## src/source/eth_loop_pkg.sv

```systemverilog
// Sizes are fixed at four scripts, an 8-byte header match and 8-bit stream bytes
`default_nettype none

package eth_loop_pkg;

	localparam int C_NUM_SCRIPTS = 4;
	localparam int C_MATCH_BYTES = 8;
	localparam int C_MATCH_IDX_WIDTH = $clog2(C_MATCH_BYTES);
	localparam int C_MAX_FRAME = 64;
	localparam int C_LOOP_FIFO_DEPTH = 256;
	localparam int C_CTL_FIFO_DEPTH = 8;

	// Script s, word w at address s*8+w
	localparam int C_MEM_ADDR_WIDTH = 5;
	localparam int C_MEM_SLOT_BITS = 3;
	localparam int C_CFG_WORDS = 5;

	typedef struct packed {
		logic [C_MATCH_BYTES-1:0][7:0] pattern;
		logic [C_MATCH_BYTES-1:0][7:0] mask;
		logic [7:0] edit_offset;
		logic [7:0] edit_value;
		logic edit_en;
	} script_cfg_t;

	// offset saturates at 255
	typedef struct packed {
		logic [7:0] data;
		logic last;
		logic err;
		logic [7:0] offset;
		logic [C_NUM_SCRIPTS-1:0] match;
	} loop_beat_t;

	typedef struct packed {
		logic drop;
		logic hit;
	} frame_desc_t;

	typedef struct packed {
		logic [7:0] data;
		logic last;
	} buf_entry_t;

endpackage

`default_nettype wire

```

## src/source/eth_frame_loop.sv

```systemverilog
// Single clock; the receive stream has no ready, so a full buffer only discards whole frames
`default_nettype none
`timescale 1ns/1ps

module eth_frame_loop
(
	input logic clk,
	input logic reset,

	input logic [eth_loop_pkg::C_NUM_SCRIPTS-1:0] script_en,
	output logic [31:0] overflow_count,

	input logic mem_req,
	input logic [eth_loop_pkg::C_MEM_ADDR_WIDTH-1:0] mem_addr,
	input logic mem_wenable,
	input logic [31:0] mem_wdata,
	output logic [31:0] mem_rdata,
	output logic mem_ack,

	output logic [7:0] m_axis_tdata,
	output logic m_axis_tuser,
	output logic m_axis_tlast,
	output logic m_axis_tvalid,
	input logic m_axis_tready,

	input logic [7:0] s_axis_tdata,
	input logic s_axis_tuser,
	input logic s_axis_tlast,
	input logic s_axis_tvalid
);
	eth_loop_pkg::script_cfg_t [eth_loop_pkg::C_NUM_SCRIPTS-1:0] cfg;
	eth_loop_pkg::loop_beat_t cmp_beat, edit_beat;
	logic cmp_valid, edit_valid;
	eth_loop_pkg::frame_desc_t desc;
	logic desc_valid, desc_ready;
	eth_loop_pkg::buf_entry_t buf_byte;
	logic buf_valid, buf_ready;

	eth_frame_loop_mem U0
	(
		.clk(clk),
		.reset(reset),
		.mem_req(mem_req),
		.mem_addr(mem_addr),
		.mem_wenable(mem_wenable),
		.mem_wdata(mem_wdata),
		.mem_rdata(mem_rdata),
		.mem_ack(mem_ack),
		.cfg(cfg)
	);

	eth_frame_loop_compare U1
	(
		.clk(clk),
		.reset(reset),
		.script_en(script_en),
		.cfg(cfg),
		.in_data(s_axis_tdata),
		.in_last(s_axis_tlast),
		.in_err(s_axis_tuser),
		.in_valid(s_axis_tvalid),
		.out_beat(cmp_beat),
		.out_valid(cmp_valid)
	);

	eth_frame_loop_edit U2
	(
		.clk(clk),
		.reset(reset),
		.cfg(cfg),
		.in_beat(cmp_beat),
		.in_valid(cmp_valid),
		.out_beat(edit_beat),
		.out_valid(edit_valid)
	);

	eth_frame_loop_fifo U3
	(
		.clk(clk),
		.reset(reset),
		.in_beat(edit_beat),
		.in_valid(edit_valid),
		.desc(desc),
		.desc_valid(desc_valid),
		.desc_ready(desc_ready),
		.byte_out(buf_byte),
		.byte_valid(buf_valid),
		.byte_ready(buf_ready),
		.overflow_count(overflow_count)
	);

	eth_frame_loop_tx U4
	(
		.clk(clk),
		.reset(reset),
		.desc(desc),
		.desc_valid(desc_valid),
		.desc_ready(desc_ready),
		.byte_in(buf_byte),
		.byte_valid(buf_valid),
		.byte_ready(buf_ready),
		.m_axis_tdata(m_axis_tdata),
		.m_axis_tuser(m_axis_tuser),
		.m_axis_tlast(m_axis_tlast),
		.m_axis_tvalid(m_axis_tvalid),
		.m_axis_tready(m_axis_tready)
	);
endmodule

`default_nettype wire

```

## src/source/eth_frame_loop_compare.sv

```systemverilog
// Input is never stalled; match bits are zero on beats before offset 8, so short frames never match
`default_nettype none
`timescale 1ns/1ps

module eth_frame_loop_compare
(
	input logic clk,
	input logic reset,

	input logic [eth_loop_pkg::C_NUM_SCRIPTS-1:0] script_en,
	input eth_loop_pkg::script_cfg_t [eth_loop_pkg::C_NUM_SCRIPTS-1:0] cfg,

	input logic [7:0] in_data,
	input logic in_last,
	input logic in_err,
	input logic in_valid,

	output eth_loop_pkg::loop_beat_t out_beat,
	output logic out_valid
);
	logic [7:0] offset;
	logic in_header;
	logic [eth_loop_pkg::C_MATCH_IDX_WIDTH-1:0] idx;
	logic [eth_loop_pkg::C_NUM_SCRIPTS-1:0] match_run, match_cur, match_next;

	always_comb begin
		in_header = offset < 8'(eth_loop_pkg::C_MATCH_BYTES);
		idx = offset[eth_loop_pkg::C_MATCH_IDX_WIDTH-1:0];
		// Every enabled script is a candidate at frame start
		match_cur = (offset == 8'd0) ? script_en : match_run;
		match_next = match_cur;
		for (int s = 0; s < eth_loop_pkg::C_NUM_SCRIPTS; s++) begin
			if (in_header && (((in_data ^ cfg[s].pattern[idx]) & cfg[s].mask[idx]) != 8'd0)) begin
				match_next[s] = 1'b0;
			end
		end
	end

	always_ff @(posedge clk) begin
		if (reset) begin
			offset <= 8'd0;
			match_run <= '0;
			out_valid <= 1'b0;
		end else begin
			out_valid <= in_valid;
			if (in_valid) begin
				match_run <= match_next;
				if (in_last) begin
					offset <= 8'd0;
				end else if (offset != 8'hff) begin
					offset <= offset + 8'd1;
				end
			end
		end
	end

	always_ff @(posedge clk) begin
		out_beat.data <= in_data;
		out_beat.last <= in_last;
		out_beat.err <= in_err && in_last;
		out_beat.offset <= offset;
		// Disabling a script mid-frame also cancels its match
		out_beat.match <= in_header ? '0 : (match_next & script_en);
	end
endmodule

`default_nettype wire

```

## src/source/eth_frame_loop_edit.sv

```systemverilog
// At most one byte is replaced per beat; an edit_offset below 8 never applies
`default_nettype none
`timescale 1ns/1ps

module eth_frame_loop_edit
(
	input logic clk,
	input logic reset,

	input eth_loop_pkg::script_cfg_t [eth_loop_pkg::C_NUM_SCRIPTS-1:0] cfg,

	input eth_loop_pkg::loop_beat_t in_beat,
	input logic in_valid,

	output eth_loop_pkg::loop_beat_t out_beat,
	output logic out_valid
);
	logic past_header;
	eth_loop_pkg::loop_beat_t edited;

	always_comb begin
		past_header = in_beat.offset >= 8'(eth_loop_pkg::C_MATCH_BYTES);
		edited = in_beat;
		// Walk downwards so the lowest script is applied last
		for (int s = eth_loop_pkg::C_NUM_SCRIPTS - 1; s >= 0; s--) begin
			if (past_header && in_beat.match[s] && cfg[s].edit_en &&
				cfg[s].edit_offset == in_beat.offset) begin
				edited.data = cfg[s].edit_value;
			end
		end
	end

	always_ff @(posedge clk) begin
		if (reset) begin
			out_valid <= 1'b0;
		end else begin
			out_valid <= in_valid;
		end
	end

	always_ff @(posedge clk) begin
		out_beat <= edited;
	end
endmodule

`default_nettype wire

```

## src/source/eth_frame_loop_fifo.sv

```systemverilog
// Frames are admitted only at their first byte; a frame longer than 64 bytes keeps 63 plus its last
`default_nettype none
`timescale 1ns/1ps

module eth_frame_loop_fifo
(
	input logic clk,
	input logic reset,

	input eth_loop_pkg::loop_beat_t in_beat,
	input logic in_valid,

	output eth_loop_pkg::frame_desc_t desc,
	output logic desc_valid,
	input logic desc_ready,

	output eth_loop_pkg::buf_entry_t byte_out,
	output logic byte_valid,
	input logic byte_ready,

	output logic [31:0] overflow_count
);
	logic [$clog2(eth_loop_pkg::C_LOOP_FIFO_DEPTH+1)-1:0] byte_free;
	logic byte_empty, desc_empty, desc_full;
	logic first, room, accept, keep_byte;
	logic admitted, trunc;
	logic byte_wr_en, desc_wr_en;
	eth_loop_pkg::buf_entry_t byte_wr;
	eth_loop_pkg::frame_desc_t desc_wr;

	always_comb begin
		first = in_beat.offset == 8'd0;
		room = (byte_free >= eth_loop_pkg::C_MAX_FRAME) && !desc_full;
		accept = first ? room : admitted;
		// Last byte always stored so the reader finds the frame end
		keep_byte = in_beat.last || (in_beat.offset < 8'(eth_loop_pkg::C_MAX_FRAME - 1));
		byte_wr_en = in_valid && accept && keep_byte;
		byte_wr.data = in_beat.data;
		byte_wr.last = in_beat.last;
		desc_wr_en = in_valid && accept && in_beat.last;
		desc_wr.drop = in_beat.err || (trunc && !first);
		desc_wr.hit = |in_beat.match;
	end

	always_ff @(posedge clk) begin
		if (reset) begin
			admitted <= 1'b0;
			trunc <= 1'b0;
			overflow_count <= 32'd0;
		end else if (in_valid) begin
			if (first) begin
				admitted <= room;
				if (!room) begin
					overflow_count <= overflow_count + 32'd1;
				end
			end
			trunc <= (trunc && !first) || !keep_byte;
		end
	end

	loop_sync_fifo #(
		.payload_t(eth_loop_pkg::buf_entry_t),
		.DEPTH(eth_loop_pkg::C_LOOP_FIFO_DEPTH)
	) U0
	(
		.clk(clk),
		.reset(reset),
		.wr_en(byte_wr_en),
		.wr_data(byte_wr),
		.rd_en(byte_ready),
		.rd_data(byte_out),
		.empty(byte_empty),
		.full(),
		.free_count(byte_free)
	);

	loop_sync_fifo #(
		.payload_t(eth_loop_pkg::frame_desc_t),
		.DEPTH(eth_loop_pkg::C_CTL_FIFO_DEPTH)
	) U1
	(
		.clk(clk),
		.reset(reset),
		.wr_en(desc_wr_en),
		.wr_data(desc_wr),
		.rd_en(desc_ready),
		.rd_data(desc),
		.empty(desc_empty),
		.full(desc_full),
		.free_count()
	);

	assign byte_valid = !byte_empty;
	assign desc_valid = !desc_empty;
endmodule

`default_nettype wire

```

## src/source/eth_frame_loop_mem.sv

```systemverilog
// One request per acknowledge; words 5 to 7 of each script slot ignore writes and read as zero
`default_nettype none
`timescale 1ns/1ps

module eth_frame_loop_mem
(
	input logic clk,
	input logic reset,

	input logic mem_req,
	input logic [eth_loop_pkg::C_MEM_ADDR_WIDTH-1:0] mem_addr,
	input logic mem_wenable,
	input logic [31:0] mem_wdata,
	output logic [31:0] mem_rdata,
	output logic mem_ack,

	output eth_loop_pkg::script_cfg_t [eth_loop_pkg::C_NUM_SCRIPTS-1:0] cfg
);
	logic [eth_loop_pkg::C_MEM_ADDR_WIDTH-eth_loop_pkg::C_MEM_SLOT_BITS-1:0] sel_script;
	logic [eth_loop_pkg::C_MEM_SLOT_BITS-1:0] sel_word;
	logic word_stored;
	logic [31:0] words [eth_loop_pkg::C_NUM_SCRIPTS][eth_loop_pkg::C_CFG_WORDS];

	always_comb begin
		sel_script = mem_addr[eth_loop_pkg::C_MEM_ADDR_WIDTH-1:eth_loop_pkg::C_MEM_SLOT_BITS];
		sel_word = mem_addr[eth_loop_pkg::C_MEM_SLOT_BITS-1:0];
		word_stored = sel_word < eth_loop_pkg::C_MEM_SLOT_BITS'(eth_loop_pkg::C_CFG_WORDS);
	end

	always_ff @(posedge clk) begin
		if (reset) begin
			mem_ack <= 1'b0;
			for (int s = 0; s < eth_loop_pkg::C_NUM_SCRIPTS; s++) begin
				for (int w = 0; w < eth_loop_pkg::C_CFG_WORDS; w++) begin
					words[s][w] <= '0;
				end
			end
		end else begin
			mem_ack <= mem_req;
			if (mem_req && mem_wenable && word_stored) begin
				words[sel_script][sel_word] <= mem_wdata;
			end
		end
	end

	// Old contents are returned on a write
	always_ff @(posedge clk) begin
		mem_rdata <= word_stored ? words[sel_script][sel_word] : 32'd0;
	end

	always_comb begin
		for (int s = 0; s < eth_loop_pkg::C_NUM_SCRIPTS; s++) begin
			cfg[s].pattern = {words[s][1], words[s][0]};
			cfg[s].mask = {words[s][3], words[s][2]};
			cfg[s].edit_offset = words[s][4][7:0];
			cfg[s].edit_value = words[s][4][15:8];
			cfg[s].edit_en = words[s][4][16];
		end
	end
endmodule

`default_nettype wire

```

## src/source/eth_frame_loop_tx.sv

```systemverilog
// One idle cycle between frames; dropped frames drain at one byte per cycle
`default_nettype none
`timescale 1ns/1ps

module eth_frame_loop_tx
(
	input logic clk,
	input logic reset,

	input eth_loop_pkg::frame_desc_t desc,
	input logic desc_valid,
	output logic desc_ready,

	input eth_loop_pkg::buf_entry_t byte_in,
	input logic byte_valid,
	output logic byte_ready,

	output logic [7:0] m_axis_tdata,
	output logic m_axis_tuser,
	output logic m_axis_tlast,
	output logic m_axis_tvalid,
	input logic m_axis_tready
);
	typedef enum logic [1:0] {ST_IDLE, ST_SEND, ST_DRAIN} tx_state_t;

	tx_state_t state;
	logic hit;

	always_comb begin
		desc_ready = state == ST_IDLE;
		m_axis_tdata = byte_in.data;
		m_axis_tlast = byte_in.last;
		m_axis_tuser = hit && byte_in.last;
		m_axis_tvalid = (state == ST_SEND) && byte_valid;
		byte_ready = (state == ST_DRAIN) || ((state == ST_SEND) && m_axis_tready);
	end

	always_ff @(posedge clk) begin
		if (reset) begin
			state <= ST_IDLE;
		end else begin
			case (state)
				ST_IDLE: begin
					if (desc_valid) begin
						state <= desc.drop ? ST_DRAIN : ST_SEND;
					end
				end
				ST_SEND: begin
					if (byte_valid && m_axis_tready && byte_in.last) begin
						state <= ST_IDLE;
					end
				end
				ST_DRAIN: begin
					if (byte_valid && byte_in.last) begin
						state <= ST_IDLE;
					end
				end
				default: state <= ST_IDLE;
			endcase
		end
	end

	always_ff @(posedge clk) begin
		if (state == ST_IDLE && desc_valid) begin
			hit <= desc.hit;
		end
	end
endmodule

`default_nettype wire

```

## src/source/loop_sync_fifo.sv

```systemverilog
// DEPTH must be a power of two; writes when full and reads when empty are ignored
`default_nettype none
`timescale 1ns/1ps

module loop_sync_fifo
#(
	parameter type payload_t = logic [7:0],
	parameter int DEPTH = 16
)
(
	input logic clk,
	input logic reset,

	input logic wr_en,
	input payload_t wr_data,

	input logic rd_en,
	output payload_t rd_data,

	output logic empty,
	output logic full,
	output logic [$clog2(DEPTH+1)-1:0] free_count
);
	localparam int AW = $clog2(DEPTH);
	localparam int CW = $clog2(DEPTH + 1);

	payload_t mem [DEPTH];
	logic [AW-1:0] wr_ptr, rd_ptr;
	logic [CW-1:0] count;
	logic do_wr, do_rd;

	always_comb begin
		empty = count == CW'(0);
		full = count == CW'(DEPTH);
		free_count = CW'(DEPTH) - count;
		do_wr = wr_en && !full;
		do_rd = rd_en && !empty;
		// Head is visible without a read request
		rd_data = mem[rd_ptr];
	end

	always_ff @(posedge clk) begin
		if (reset) begin
			wr_ptr <= '0;
			rd_ptr <= '0;
			count <= '0;
		end else begin
			if (do_wr) begin
				wr_ptr <= wr_ptr + 1'b1;
			end
			if (do_rd) begin
				rd_ptr <= rd_ptr + 1'b1;
			end
			case ({do_wr, do_rd})
				2'b10: count <= count + 1'b1;
				2'b01: count <= count - 1'b1;
				default: count <= count;
			endcase
		end
	end

	always_ff @(posedge clk) begin
		if (do_wr) begin
			mem[wr_ptr] <= wr_data;
		end
	end
endmodule

`default_nettype wire

```

## config.mk

```make
export PLATFORM = sky130hd
export DESIGN_NAME = eth_frame_loop
export DESIGN_NICKNAME = d
export VERILOG_FILES = /design/src/source/eth_loop_pkg.sv /design/src/source/eth_frame_loop.sv /design/src/source/eth_frame_loop_compare.sv /design/src/source/eth_frame_loop_edit.sv /design/src/source/eth_frame_loop_fifo.sv /design/src/source/eth_frame_loop_mem.sv /design/src/source/eth_frame_loop_tx.sv /design/src/source/loop_sync_fifo.sv
export SDC_FILE = /design/constraint.sdc
export NUM_CORES = 2
export LEC_CHECK = 0
export ABC_CLOCK_PERIOD_IN_PS = 7200
export BUFFER_PORTS_ARGS = -buffer_cell sky130_fd_sc_hd__buf_2
export CORE_MARGIN = 5
export CORE_UTILIZATION = 45
export DETAILED_ROUTE_END_ITERATION = 7
export HOLD_SLACK_MARGIN = 0.12
export SYNTH_ARGS = -nofsm -noshare
export SYNTH_HDL_FRONTEND = slang
export SYNTH_HIERARCHICAL = 1
export SYNTH_SLANG_ARGS = --single-unit
export TNS_END_PERCENT = 10
```

## constraint.sdc

```tcl
create_clock -name clk -period 7.2 [get_ports clk]
set_input_delay 1.44 -clock clk [delete_from_list [all_inputs] [get_ports clk]]
set_output_delay 1.44 -clock clk [all_outputs]
set_load 0.01 [all_outputs]
```

Word-level counts from Yosys, hierarchy flattened
Memory sizes are Yosys's and may differ from the RTL's. A register that Yosys moved wholly into a read port is not among the register bits. Cells that the tools add are included.

Register bits: 163. Memory bits (writable): 2960. Bits of input ports: 57. Output and inout bits: 76. Word-level logic and storage cells: 194. Memories: 3.

Add/subtract/negate cells: 11. Magnitude comparators: 8. Equality and inequality tests: 16. Muxes and demuxes: 56. Bitwise operators: 11. Reduce and logical (&&, ||, !) cells: 62.

Memory list: U3.U0.mem (words 256, bits a word 9, read ports 1, clocked after Yosys merged registers in 1, wr ports 1, line loop_sync_fifo.sv:27) `payload_t mem [DEPTH];`; U0.words (words 4, bits a word 160, read ports 5, clocked after Yosys merged registers in 0, wr ports 4, line eth_frame_loop_mem.sv:22) `logic [31:0] words [eth_loop_pkg::C_NUM_SCRIPTS][eth_loop_pkg::C_CFG_WORDS];`; U3.U1.mem (words 8, bits a word 2, read ports 1, clocked after Yosys merged registers in 1, wr ports 1, line loop_sync_fifo.sv:27).

Operators with widths (number): 160-bit two-way mux (3); 8-bit binary-select mux with 3-bit select (8); 160-bit OR reduction (1); 8-bit two-way mux (16); 32-bit binary-select mux with 3-bit select (1); 32-bit demux with 3-bit select (1); 32-bit two-way mux (3); 1-bit logical AND (35); 32-bit by 1-bit adder with 32-bit output, second input constant (1); 8-bit bitwise AND (4); 8-bit equality test (4); 8-bit nonzero test (4); 8-bit XOR (4); 8-bit by 1-bit adder with 8-bit output, second input constant (3); 9-bit one-hot mux with 2 select lines (1); 8-bit logical NOT (2); 1-bit two-way mux (13); 2-bit two-way mux (5); 9-bit by 1-bit adder with 9-bit output, second input constant (1); 9-bit equality test, second input constant (1); 9-bit by 7-bit greater-or-equal comparator with 1-bit output, second input constant (1); 9-bit logical NOT (1); 9-bit by 1-bit subtractor with 9-bit output, second input constant (1); 9-bit subtractor, first input constant (1); other kinds (30) (49).

Longest topological paths before layout
Depth after elaboration: 9. Gate-level depth with buffers: 28. Depth with buffers taken out: 24.

Hierarchy
Netlist, hierarchy kept.

Modules (own cells, without submodules): loop_sync_fifo (U3.U0) (instances 1, cells an instance 4251, area an instance 90329.1 µm², seq. area each 69847.0 µm²); eth_frame_loop_mem (instances 1, cells an instance 2558, area an instance 34225.3 µm², seq. area each 19879.1 µm²); eth_frame_loop_compare (instances 1, cells an instance 548, area an instance 5411.4 µm², seq. area each 700.7 µm²); eth_frame_loop_fifo (instances 1, cells an instance 213, area an instance 1876.8 µm², seq. area each 680.7 µm²); eth_frame_loop_edit (instances 1, cells an instance 149, area an instance 1428.9 µm², seq. area each 460.4 µm²); loop_sync_fifo (U3.U1) (instances 1, cells an instance 106, area an instance 1327.5 µm², seq. area each 740.7 µm²); eth_frame_loop_tx (instances 1, cells an instance 26, area an instance 230.2 µm², seq. area each 70.1 µm²).

Least setup slack after synthesis
OpenSTA, ideal clock, no wires.

Path type: register to register. Start: register U2/out_beat[13] in the netlist's numbering. End: register U3.U0.count[8]. Library setup time: 0.136 ns. Arrival: 6.446 ns. Data required time: 7.064 ns. Slack: 0.619 ns. Stages on the path, launching flop included: 18. Buffers on the path: 3. Period minus slack after synthesis: 6.581 ns. Cell sequence: dfxtp_1 -> nor2_1 -> nor3b_1 -> nor2b_1 -> buf_2 -> inv_2 -> buf_2 -> ha_1 -> buf_2 -> xor2_1 -> ha_1 -> or4_4 -> o21ai_2 -> nor3_2 -> o311ai_0 -> a21boi_0 -> mux2i_1 -> o2111ai_1.

Cells in the longest elaborated chain, start to end: 5. Elaborated cells between the ends (all ways): 7. Those cells by class: eq/ne (2); mux (1); reduce/logical (4).

RTL lines: from (decl) (line eth_frame_loop_edit.sv:15) `output eth_loop_pkg::loop_beat_t out_beat,`; from (signal assigned) (line eth_frame_loop_edit.sv:42) `out_beat <= edited;`; 1-bit logical OR * (line eth_frame_loop_fifo.sv:36) `keep_byte = in_beat.last || (in_beat.offset < 8'(eth_loop_pkg::C_MAX_FRAME - 1));`; 1-bit logical AND * (line eth_frame_loop_fifo.sv:37) `byte_wr_en = in_valid && accept && keep_byte;`; net U3.byte_wr_en (line eth_frame_loop_fifo.sv:27) `logic byte_wr_en, desc_wr_en;`; 1-bit logical AND * (line loop_sync_fifo.sv:36) `do_wr = wr_en && !full;`; 2-bit by 1-bit equality test with 1-bit output or 2-bit equality test (tied branches) (line loop_sync_fifo.sv:54) `case ({do_wr, do_rd})`; 9-bit one-hot mux with 2 select lines or 2-bit nonzero test (tied branches); to (signal assigned) (line loop_sync_fifo.sv:55) `2'b10: count <= count + 1'b1;`; to (signal assigned) (line loop_sync_fifo.sv:56) `2'b01: count <= count - 1'b1;`; to (signal assigned) (line loop_sync_fifo.sv:57) `default: count <= count;`; to (decl) (line loop_sync_fifo.sv:29) `logic [CW-1:0] count;`.

Mark *: on every way through the listed nets, which the timed path passes. The rest lies on a longest branch. A chain may end at the register's enable or synchronous reset.

==> results.md <==
* Overflow after GRT at 0
* PD cells at 281 nW/µm²
* Combinational Power Share at 8.5%
* Syn. warnings at 6
* Period minus WS final at 6.66 ns
* Post-CTS resize count at 0
* Crit Path Max Fanout at 37
* Clk pwr share at 41.4%
* Fin Setup TNS at 0 ns
* DR iter-0 viols at 7,737
* Syn-to-layout area delta at 8.06%
* Crit-path cells: and2_2 -> a22o_1 -> a211oi_1 -> a21oi_1 -> a31oi_1 -> nor4_2 -> buf_4 -> and2_1 -> buf_2
* CP Launch Type: flop
* Final non-filler cell area at 146,000 µm²
* Num CTS Buffers at 332
* First-pass DRT Iterations at 5
* DRT antenna net count at 0
* H-tree Lvls at 5
* Hold Crit Depth at 0
* Worst setup EP type: output pin
* Leakage power at 45.6 nW
* Vias at 68,917
* First-pass GRT wire length at 506,000 µm
* DRC Markers at 0
* Placed cell areas at 135,000 µm²
* Slowest stage delay, CP at 0.92 ns
* Reg clk slew, reported paths at 0.06 ns
* Run status: complete, no violations
* Std cell rows at 201
* Post-Syn Nets at 7,917
* Root buffer cell: clkbuf_16
* Slowest stage cell, crit path: and2_2
* Highest Clock Rate at 0.150 GHz
* WP data arrival at 5.22 ns
* Core Footprint at 299,000 µm²
* # port buffers at 132
* Unrepaired setup endpoints after global routing: false
* Initial antenna violation count at 29
* WS Path Type: flop to output pin
* Tot GR Track Use at 22.3%
* Die span in y at 557 µm
* CP bufs+invs at 2
* GP Congestion at 0.874
* Reg power frac at 50.1%
* TritonCTS clock tree: done
* CTS Hold Buffers Added at 0
* Post-Syn Area at 135,000 µm²
* Fin. max-slew vios at 0
* Dpl hpwl at 220,000 µm
* Post-CTS setup buffer count at 0
* Syn avg cell area at 17.2 µm²
* Pin count of the biggest net entering global routing at 193
* Post-Syn Instances at 7,841
* Switching Power at 9.46 mW
* Reg2Reg Depth at 24
* Final-report hold violation count at 0
* VDD IR-drop max at 0.000212 V
* Setup Viol. Count Final at 0
* Final #Nets at 7,431
* Clock buffer depth at 4
* Share of layout cells above drive strength 1 at 20.9%
* Vias in the first global route at 69,239
* Die X at 557 µm
* I/O Pins at 133
* Clock Skew at 0.0725 ns
* Mean routed wirelength per cell at 30.3 µm
* Sw Share at 23.1%
* Worst Tran Pin Value at 1.30 ns
* Initial Util at 45.1%
* Fin crit share at 92.5%
* Full die area at 310,000 µm²
* Routed wire length at 351,000 µm
* Internal at 31.4 mW
* Worst hold path class: flop to flop
* WP depth at 9
* Critical path required time at 5.76 ns
* Via density at 5.94
* Max-Cap Viols at 0
* Worst-skew pair later-pin latency at 0.93 ns
* Top delay family on crit path: simple AND/OR/NAND/NOR gates
* Clk sinks at 3,134
* Rel. slew slack at 13.0%
-- cell type report --
type                       instances  area (µm²)
timing repair buffer             291        2160
antenna                           11        27.5
tap                             3958        4950
fill                           24450      153000
multi-input combinational       3564       35200
sequential                      3134       92400
inverter                          32         120
clock buffer                     425        9010
clock inverter                   182        1670
-- metrics by stage --
step,cells,setup WS (ns),power [mW],hold slack (ns),util (%)
floorplan,7841,0.619,23.6,0.310,-
global placement,10979,1.44,24.4,0.316,45.1
detailed placement,10979,1.42,24.4,0.322,45.1
CTS,11586,0.400,41.1,0.332,48.7
global route,11594,0.341,42.1,0.335,48.7
finish,11597,0.539,40.9,0.326,48.7
-- worst register-to-register path, stage by stage, from the launching register on --
cell and delay [ns]:
dfxtp_1 0.39, inv_1 0.10, ha_1 0.13, nand2b_1 0.06
nor2_1 0.09, nand2_1 0.09, nor3_1 0.25, ha_1 0.29
inv_1 0.06, nor3_1 0.05, nor2_1 0.25, mux2i_1 0.14
nor3b_1 0.22, nor2b_2 0.64, inv_2 0.29, ha_1 0.48
xor2_1 0.23, ha_1 0.24, or4_4 0.42, o21ai_2 0.10
nor3_2 0.08, o311ai_0 0.30, a21boi_0 0.17, mux2i_1 0.17
o2111ai_1 0.12
-- flip-flops by register name (all words and copies together), names as in the netlist, 2 cells and up, named ones only --
name / flops
U0/mem_rdata: 32
U0/words: 640
U1/match_run: 4
U1/offset: 8
U1/out_beat: 22
U2/out_beat: 22
U3/U0/count: 9
U3/U0/mem: 2304
U3/U0/rd_ptr: 8
U3/U0/wr_ptr: 8
U3/U1/count: 4
U3/U1/mem: 16
U3/U1/rd_ptr: 3
U3/U1/wr_ptr: 3
U3/overflow_count: 32
U4/state: 2
-- cell usage in the layout (no fill, tap or decap), types with 128 or more instances in the layout --
cell type,count
a22oi_1,130
and2_1,646
buf_2,129
buf_4,137
clkbuf_16,344
dfxtp_1,159
edfxtp_1,2961
mux2i_1,340
mux4_2,685
nand2_1,128
nor2_1,406
xor2_1,162
-- power groups by stage --
stage	registers (mW)	clock network [mW]	logic [mW]
floorplan	20.8	0	2.73
global placement	20.9	0	3.50
detailed placement	20.9	0	3.52
CTS	20.5	17.1	3.53
global route	20.5	17.9	3.72
finish	20.5	16.9	3.48
-- metal layers --
| layer | GRT usage (%) | vias to the layer above | share of wire [%] |
|---|---|---|---|
| met5 | 0 | - | 0.013 |
| li1 | - | 29073 | - |
| met1 | 31.6 | 36516 | 42 |
| met4 | 6.72 | 6 | 3.3 |
| met3 | 3.70 | 550 | 7.3 |
| met2 | 35.6 | 2772 | 48 |
-- path summary, 6_finish.rpt --
path / from / endpoint / slack (ns)
worst max-delay path: flop / m_axis_tuser / 0.54
worst min-delay path: U1/out_beat[13] / U2/out_beat[13] / 0.33
worst max register to register: U3/U0/count[1] / U3/U0/count[8] / 1.69
worst min register to register: U1/out_beat[13] / U2/out_beat[13] / 0.33
Note: power is estimated with default switching activity, not from simulation.
